===== src/hdl/kvb_platform_pkg.sv =====
`default_nettype none

package kvb_platform_pkg;

    ////////////////////////////////////////
    // Board geometry and bus widths
    ////////////////////////////////////////

    // Peripheral slots on the backplane
    localparam int NUM_SLOTS = 7;

    // One bit per slot
    typedef logic [NUM_SLOTS-1:0] slot_vec_t;

    // LTSSM state code from the PCIe core
    typedef logic [4:0] ltssm_t;

    // Link counts as up in L0 and L0s only
    localparam ltssm_t LTSSM_L0  = 5'b01111;
    localparam ltssm_t LTSSM_L0S = 5'b10101;

    // Bit 0 voltage alert, bit 1 power failure, active high
    typedef logic [1:0] alarm_t;

    // User LED levels, active high
    typedef logic [1:0] user_led_t;

    ////////////////////////////////////////
    // Default timing constants
    ////////////////////////////////////////

    // 200 ns at 125 MHz
    localparam int DEF_RELEASE_DELAY    = 25;
    // Debounce window in samples
    localparam int DEF_DEBOUNCE_LEN     = 25;
    // Half period for about 16 kHz
    localparam int DEF_SYNC_HALF_PERIOD = 3906;

    // Reset sequencer states
    typedef enum logic [1:0] {
        HOLD,
        DELAY,
        RUN
    } rst_state_t;

endpackage

`default_nettype wire


===== src/hdl/alarm_filter.sv =====
`timescale 1ns/1ps
`default_nettype none

module alarm_filter #(
    parameter int DEBOUNCE_LEN = kvb_platform_pkg::DEF_DEBOUNCE_LEN
) (
    input  wire                      clk125,
    input  wire                      sys_rst_n,
    input  wire                      voltage_alert,
    input  wire                      power_failure_n,
    output kvb_platform_pkg::alarm_t alarms
);

    import kvb_platform_pkg::*;

    // One history per alarm bit
    localparam int NUM_ALARMS = $bits(alarm_t);

    alarm_t                  alarm_raw;
    logic [DEBOUNCE_LEN-1:0] hist [NUM_ALARMS];

    ////////////////////////////////////////
    // Polarity
    ////////////////////////////////////////

    // Power failure pin is active low
    assign alarm_raw = {~power_failure_n, voltage_alert};

    ////////////////////////////////////////
    // Sample history and debounce
    ////////////////////////////////////////

    // Leading history stages also resynchronise the async pins
    // Output moves only when the whole window agrees
    always_ff @(posedge clk125 or negedge sys_rst_n) begin
        if (!sys_rst_n) begin
            hist   <= '{default: '0};
            alarms <= '0;
        end else begin
            for (int i = 0; i < NUM_ALARMS; i++) begin
                // Newest sample in bit 0
                hist[i] <= {hist[i][DEBOUNCE_LEN-2:0], alarm_raw[i]};
                if (&hist[i]) begin
                    alarms[i] <= 1'b1;
                end else if (~|hist[i]) begin
                    alarms[i] <= 1'b0;
                end
                // Mixed window holds the last state
            end
        end
    end

endmodule

`default_nettype wire


===== src/hdl/kvb_platform_top.sv =====
`timescale 1ns/1ps
`default_nettype none

module kvb_platform_top #(
    parameter int RELEASE_DELAY    = kvb_platform_pkg::DEF_RELEASE_DELAY,
    parameter int DEBOUNCE_LEN     = kvb_platform_pkg::DEF_DEBOUNCE_LEN,
    parameter int SYNC_HALF_PERIOD = kvb_platform_pkg::DEF_SYNC_HALF_PERIOD
) (
    input  wire                         clk125,
    input  wire                         sys_rst_n,

    // Power alarms from the supply
    input  wire                         voltage_alert,
    input  wire                         power_failure_n,

    // Slot presence pads, input side
    input  kvb_platform_pkg::slot_vec_t slot_prsnt_n,

    // From the PCIe core and the LED register
    input  kvb_platform_pkg::ltssm_t    ltssm,
    input  kvb_platform_pkg::user_led_t user_led,

    output kvb_platform_pkg::alarm_t    alarms,

    // Slot clock pads, data and enable
    output kvb_platform_pkg::slot_vec_t slot_sync_clk,
    output kvb_platform_pkg::slot_vec_t slot_clk_oe,
    // Open drain clock requests to the PCH
    output kvb_platform_pkg::slot_vec_t clk_req_oe,

    output logic                        link_led_n,
    output kvb_platform_pkg::user_led_t user_led_n
);

    logic rst_sync_n;
    logic rst_released;
    logic sync_clk;

    ////////////////////////////////////////
    // Reset and clocking
    ////////////////////////////////////////

    reset_sequencer #(
        .RELEASE_DELAY (RELEASE_DELAY)
    ) u_reset_sequencer (
        .clk125       (clk125),
        .sys_rst_n    (sys_rst_n),
        .rst_sync_n   (rst_sync_n),
        .rst_released (rst_released)
    );

    sync_clock_gen #(
        .SYNC_HALF_PERIOD (SYNC_HALF_PERIOD)
    ) u_sync_clock_gen (
        .clk125    (clk125),
        .sys_rst_n (sys_rst_n),
        .sync_clk  (sync_clk)
    );

    ////////////////////////////////////////
    // Slot presence and clocks
    ////////////////////////////////////////

    slot_clock_ctrl u_slot_clock_ctrl (
        .clk125        (clk125),
        .rst_sync_n    (rst_sync_n),
        .rst_released  (rst_released),
        .sync_clk      (sync_clk),
        .slot_prsnt_n  (slot_prsnt_n),
        .slot_sync_clk (slot_sync_clk),
        .slot_clk_oe   (slot_clk_oe),
        .clk_req_oe    (clk_req_oe)
    );

    ////////////////////////////////////////
    // Alarms and LEDs
    ////////////////////////////////////////

    alarm_filter #(
        .DEBOUNCE_LEN (DEBOUNCE_LEN)
    ) u_alarm_filter (
        .clk125          (clk125),
        .sys_rst_n       (sys_rst_n),
        .voltage_alert   (voltage_alert),
        .power_failure_n (power_failure_n),
        .alarms          (alarms)
    );

    status_indicators u_status_indicators (
        .clk125     (clk125),
        .sys_rst_n  (sys_rst_n),
        .ltssm      (ltssm),
        .user_led   (user_led),
        .link_led_n (link_led_n),
        .user_led_n (user_led_n)
    );

endmodule

`default_nettype wire


===== src/hdl/reset_sequencer.sv =====
`timescale 1ns/1ps
`default_nettype none

module reset_sequencer #(
    parameter int RELEASE_DELAY = kvb_platform_pkg::DEF_RELEASE_DELAY
) (
    input  wire  clk125,
    input  wire  sys_rst_n,
    output logic rst_sync_n,
    output logic rst_released
);

    import kvb_platform_pkg::*;

    // Counter wide enough for the full delay
    localparam int CNT_W = $clog2(RELEASE_DELAY + 1);
    localparam logic [CNT_W-1:0] CNT_LAST = CNT_W'(RELEASE_DELAY - 1);

    logic [1:0]       sync_ff;
    rst_state_t       state;
    logic [CNT_W-1:0] cnt;

    ////////////////////////////////////////
    // Reset synchroniser
    ////////////////////////////////////////

    // Asserts asynchronously, releases on the second edge
    always_ff @(posedge clk125 or negedge sys_rst_n) begin
        if (!sys_rst_n) begin
            sync_ff <= 2'b00;
        end else begin
            sync_ff <= {sync_ff[0], 1'b1};
        end
    end

    assign rst_sync_n = sync_ff[1];

    ////////////////////////////////////////
    // Release delay FSM
    ////////////////////////////////////////

    always_ff @(posedge clk125 or negedge sys_rst_n) begin
        if (!sys_rst_n) begin
            state <= HOLD;
            cnt   <= '0;
        end else begin
            case (state)
                // Wait for synchronised release
                HOLD: begin
                    if (rst_sync_n) begin
                        state <= DELAY;
                        cnt   <= '0;
                    end
                end
                // Count out the release delay
                DELAY: begin
                    if (cnt == CNT_LAST) begin
                        state <= RUN;
                    end else begin
                        cnt <= cnt + 1'b1;
                    end
                end
                // Stays here until the next reset
                RUN: begin
                    state <= RUN;
                end
                default: begin
                    state <= HOLD;
                end
            endcase
        end
    end

    // Board released once in RUN
    assign rst_released = (state == RUN);

endmodule

`default_nettype wire


===== src/hdl/slot_clock_ctrl.sv =====
`timescale 1ns/1ps
`default_nettype none

module slot_clock_ctrl (
    input  wire                         clk125,
    input  wire                         rst_sync_n,
    input  wire                         rst_released,
    input  wire                         sync_clk,
    input  kvb_platform_pkg::slot_vec_t slot_prsnt_n,
    output kvb_platform_pkg::slot_vec_t slot_sync_clk,
    output kvb_platform_pkg::slot_vec_t slot_clk_oe,
    output kvb_platform_pkg::slot_vec_t clk_req_oe
);

    import kvb_platform_pkg::*;

    slot_vec_t prsnt;

    ////////////////////////////////////////
    // Presence latch
    ////////////////////////////////////////

    // Clock enable pads read as presence while in reset
    // Value frozen once the synchronised reset releases
    always_ff @(posedge clk125) begin
        if (!rst_sync_n) begin
            prsnt <= ~slot_prsnt_n;
        end
    end

    ////////////////////////////////////////
    // Sync clock out to present slots
    ////////////////////////////////////////

    // Square wave only toward occupied slots
    assign slot_sync_clk = {NUM_SLOTS{sync_clk}} & prsnt;

    // Pad turns to output after the release delay
    // Until then the line stays an input for presence
    assign slot_clk_oe = rst_released ? prsnt : '0;

    ////////////////////////////////////////
    // PCIe clock requests
    ////////////////////////////////////////

    // Open drain, pad pulls low where enabled
    assign clk_req_oe = prsnt;

endmodule

`default_nettype wire


===== src/hdl/status_indicators.sv =====
`timescale 1ns/1ps
`default_nettype none

module status_indicators (
    input  wire                         clk125,
    input  wire                         sys_rst_n,
    input  kvb_platform_pkg::ltssm_t    ltssm,
    input  kvb_platform_pkg::user_led_t user_led,
    output logic                        link_led_n,
    output kvb_platform_pkg::user_led_t user_led_n
);

    import kvb_platform_pkg::*;

    logic link_up;

    ////////////////////////////////////////
    // Link state decode
    ////////////////////////////////////////

    // L0 or L0s means link up
    assign link_up = (ltssm == LTSSM_L0) || (ltssm == LTSSM_L0S);

    ////////////////////////////////////////
    // LED drive
    ////////////////////////////////////////

    // All LEDs dark during reset
    always_ff @(posedge clk125 or negedge sys_rst_n) begin
        if (!sys_rst_n) begin
            link_led_n <= 1'b1;
            user_led_n <= '1;
        end else begin
            // Active low outputs
            link_led_n <= ~link_up;
            user_led_n <= ~user_led;
        end
    end

endmodule

`default_nettype wire


===== src/hdl/sync_clock_gen.sv =====
`timescale 1ns/1ps
`default_nettype none

module sync_clock_gen #(
    parameter int SYNC_HALF_PERIOD = kvb_platform_pkg::DEF_SYNC_HALF_PERIOD
) (
    input  wire  clk125,
    input  wire  sys_rst_n,
    output logic sync_clk
);

    // Counter spans one half period
    localparam int CNT_W = $clog2(SYNC_HALF_PERIOD + 1);
    localparam logic [CNT_W-1:0] CNT_TERM = CNT_W'(SYNC_HALF_PERIOD - 1);

    logic [CNT_W-1:0] half_cnt;

    ////////////////////////////////////////
    // Half period divider
    ////////////////////////////////////////

    // Terminal count flips the square wave
    // Output is a plain register on clk125, not a derived clock
    always_ff @(posedge clk125 or negedge sys_rst_n) begin
        if (!sys_rst_n) begin
            half_cnt <= '0;
            sync_clk <= 1'b0;
        end else begin
            if (half_cnt == CNT_TERM) begin
                half_cnt <= '0;
                sync_clk <= ~sync_clk;
            end else begin
                half_cnt <= half_cnt + 1'b1;
            end
        end
    end

endmodule

`default_nettype wire


===== config.mk =====
export PLATFORM = sky130hd
export DESIGN_NAME = kvb_platform_top
export DESIGN_NICKNAME = d
export VERILOG_FILES = /design/src/hdl/kvb_platform_pkg.sv /design/src/hdl/alarm_filter.sv /design/src/hdl/kvb_platform_top.sv /design/src/hdl/reset_sequencer.sv /design/src/hdl/slot_clock_ctrl.sv /design/src/hdl/status_indicators.sv /design/src/hdl/sync_clock_gen.sv
export SDC_FILE = /design/constraint.sdc
export NUM_CORES = 1
export LEC_CHECK = 0
export ABC_AREA = 1
export ABC_CLOCK_PERIOD_IN_PS = 2300
export BUFFER_PORTS_ARGS = -buffer_cell sky130_fd_sc_hd__clkbuf_2
export CORE_MARGIN = 2
export CORE_UTILIZATION = 30
export DETAILED_ROUTE_END_ITERATION = 8
export GPL_TIMING_DRIVEN = 1
export PLACE_DENSITY = 0.53
export SLEW_MARGIN = 20
export SYNTH_ARGS = -nofsm -noshare
export SYNTH_HDL_FRONTEND = slang
export SYNTH_SLANG_ARGS = --single-unit

===== constraint.sdc =====
create_clock -name clk125 -period 2.3 [get_ports clk125]
set_input_delay 0.23 -clock clk125 [delete_from_list [all_inputs] [get_ports clk125]]
set_output_delay 0.23 -clock clk125 [all_outputs]
set_load 0.03 [all_outputs]

==> flow_metrics.tcl <==
set metrics [dict create \
    outcome "complete, no violations" \
    yosys_warnings 0 \
    gr-total-overflow 0 \
    reg2reg_depth 6 \
    multi_input_area_um2 971 \
    yosys_register_bits 84 \
    grt_pass1_wl_um 10300 \
    die_area_um2 12200 \
    clock-sinks 84 \
    grt_use_total_pct 10.1 \
    worst-path-stages 5 \
    insertion_delay_ps 330 \
    crit_buf_inv 3 \
    drt.antenna.violating_nets 0 \
    path_max_fanout 7 \
    finalHoldViolations 0 \
    tns_ps 0 \
    grt_pass1_vias 2314 \
    critPathSlowestCell "dfrtp_1" \
    vias_per_cell 4.14 \
    die_x_um 111 \
    netSwitchingPower_mw 1.00 \
    start_util_pct 31.0 \
    syn_nets 383 \
    path_clk_slew_ps 70 \
    num_vias 2315 \
    cts_made_buffers 9 \
    layout-drive-gt1-share_pct 19.3 \
    critPathTopFamily "flip-flops" \
    r2r_start "u_reset_sequencer.state[1]" \
    max_stage_delay_ps 390 \
    pwr_density_cell_nw_per_um2 881 \
    cp-end-kind "output pin" \
    cts_root_buf "clkbuf_16" \
    fillCellCount 1077 \
    p_leak_nw 2.22 \
    start_kind "flip-flop" \
    synth_area_per_cell_um2 9.54 \
    io_buffers 43 \
    postSynthCellCount 357 \
    diodes 0 \
    period_share_pct 75.9 \
    cts_resized 0 \
    setup_viol 0 \
    min_to "u_alarm_filter.hist[25]" \
    row_count 38 \
    fmax_mhz 573 \
    synth_cell_types 29 \
    min_period_ps 1750 \
    worstHoldPathType "input port to flip-flop" \
    die_y_um 111 \
    netlist_area_um2 3410 \
    gp_congestion 0.730 \
    synth_seq_area_share_pct 62.8 \
    hold_depth 1 \
    seqCellArea_um2 2140 \
    finClkSkew_ps 9.15 \
    drv_cap 0 \
    final-max-slew-violation-count 0 \
    finalNonFillerCells 559 \
    seq_power_share_pct 44.9 \
    drc 0 \
    peakVddDrop_mv 0.465 \
    crit_type "flip-flop to output pin" \
    crit_path_cell_trace "inv_1 -> ha_1 -> nand2_1 -> inv_1 -> clkbuf_2" \
    rsz0062_at_grt "false" \
    grt_max_degree 54 \
    critical_path_arrival_ps 1520 \
    fin_nets 440 \
    wirelength_um 5520 \
    core_um2 11000 \
    wl_per_cell_um 9.87 \
    comb_power_share_pct 13.7 \
    area_growth_pct 22.4 \
    netSwitchingFraction_pct 27.2 \
    h-tree-depth 3 \
    grt_antenna_before_repair 0 \
    crit_top_cell "inv_1" \
    io_pins 44 \
    worst_ep_required_time_ps 2070 \
    pwr-share-clk_pct 41.4 \
    first_pass_iters 4 \
    hold_start "voltage_alert" \
    tritoncts "built" \
    dr.first_iter.drc_count 81 \
    detailed_place_hpwl_um 3880 \
    clockBufferDepth 2 \
    placedCellCount 540 \
    intPower_mw 2.68 \
    regToRegSetupSlack_ps 970 \
    r2r-end "u_reset_sequencer.cnt[3]" \
]
worst max path at each step:
stage	start	endpoint	slack, ps
detailed placement	u_reset_sequencer.state[0]	slot_clk_oe[3]	890
floorplan	u_reset_sequencer.state[0]	slot_clk_oe[0]	1080
global route	u_reset_sequencer.state[0]	slot_clk_oe[2]	430
global placement	u_reset_sequencer.state[0]	slot_clk_oe[1]	940
CTS	u_reset_sequencer.state[0]	slot_clk_oe[3]	520
finish	u_reset_sequencer.state[0]	slot_clk_oe[3]	550
per-layer routing:
layer  part of all wire, %  vias to the layer above  track usage, %
met5                     0                        -               0
met4                   1.3                        0            4.00
met3                   3.6                        6            2.69
met2                    46                       36            16.4
met1                    49                     1081            12.9
li1                      -                     1192               -
placed cells by master, fill, tap and decap left out, types with 3 or more instances in the layout:
cell type and count:
nand4_1 8, inv_1 74, o21ai_0 4, dfstp_2 3, a21oi_1 5, nand3_1 13
xor2_1 4, dlygate4sd3_1 3, nor2_1 41, clkbuf_16 10, nand3_2 3, nor2_2 3
nor3_1 4, clkbuf_2 42, o21ai_1 3, dfrtp_1 74, edfxtp_1 7, ha_1 8
nand2_1 84
power by group through the flow:
stage,Combinational (mW),Clock [mW],Sequential (mW)
global route,0.575,1.64,1.66
floorplan,0.342,0,1.68
global placement,0.498,0,1.68
detailed placement,0.513,0,1.68
CTS,0.518,1.58,1.65
finish,0.503,1.52,1.65
state kept, by name, summed over array words and instances (netlist names):
register / cells
u_alarm_filter.hist: 50
u_sync_clock_gen.half_cnt: 12
u_slot_clock_ctrl.clk_req_oe: 7
u_reset_sequencer.cnt: 5
u_alarm_filter.alarms: 2
u_reset_sequencer.state: 2
u_reset_sequencer.sync_ff: 2
u_status_indicators.user_led_n: 2
u_status_indicators.link_led_n: 1
u_sync_clock_gen.sync_clk: 1
final cells by class:
type | instances | share of cell area, %
Tap cell | 140 | 4.20
Clock inverter | 6 | 1.80
Multi-Input combinational cell | 195 | 23.3
Sequential cell | 84 | 51.3
Inverter | 77 | 6.99
Timing Repair Buffer | 47 | 6.42
Clock buffer | 10 | 6.00
cell families (layout without fill, tap and decap cells):
group / Yosys count / count (layout) / synth area share (%)
flops: 84 / 84 / 62.8
fa+ha+maj: 8 / 8 / 2.94
other cells: 1 / 1 / 0.110
buf+inv: 78 / 140 / 8.67
simple gates: 167 / 167 / 22.0
xor+xnor: 4 / 4 / 1.03
compound gates: 15 / 15 / 2.42
synth_stat cells (all sizes together):
cell	number	area share, %
nor3	6	1.2
edfxtp	7	6.2
and2	2	0.37
or2	2	0.37
a21o	1	0.22
nand2	87	10
dfrtp	74	54
nand3	16	2.8
inv	77	8.6
conb	1	0.11
o211ai	1	0.22
xor2	4	1.0
o21ai	7	1.0
dfstp	3	2.3
nor2	46	5.7
o21bai	1	0.22
nand4	8	1.5
clkbuf	1	0.11
ha	8	2.9
a21oi	5	0.73
repair_timing:
action                                  CTS  global route
hold buffers                              3             0
hold endpoints to repair                 26             0
buffers inserted                          0             0
endpoints found under the setup margin    0             0
per-stage QoR:
| step | setup slack, ps | total power [mW] | hold WS (ps) | utilization (%) | area, um^2 |
|---|---|---|---|---|---|
| after global routing | 428 | 3.88 | 2.56 | 38.0 | 4170 |
| after floorplan | 1080 | 2.02 | -65.6 | - | 3410 |
| after global placement | 942 | 2.17 | 150 | 34.7 | 3820 |
| after CTS | 517 | 3.74 | 2.04 | 38.0 | 4170 |
| after detailed placement | 885 | 2.19 | 153 | 34.7 | 3820 |
| final | 555 | 3.68 | 12.6 | 38.0 | 4170 |
Power figures use the tool's default switching activity.
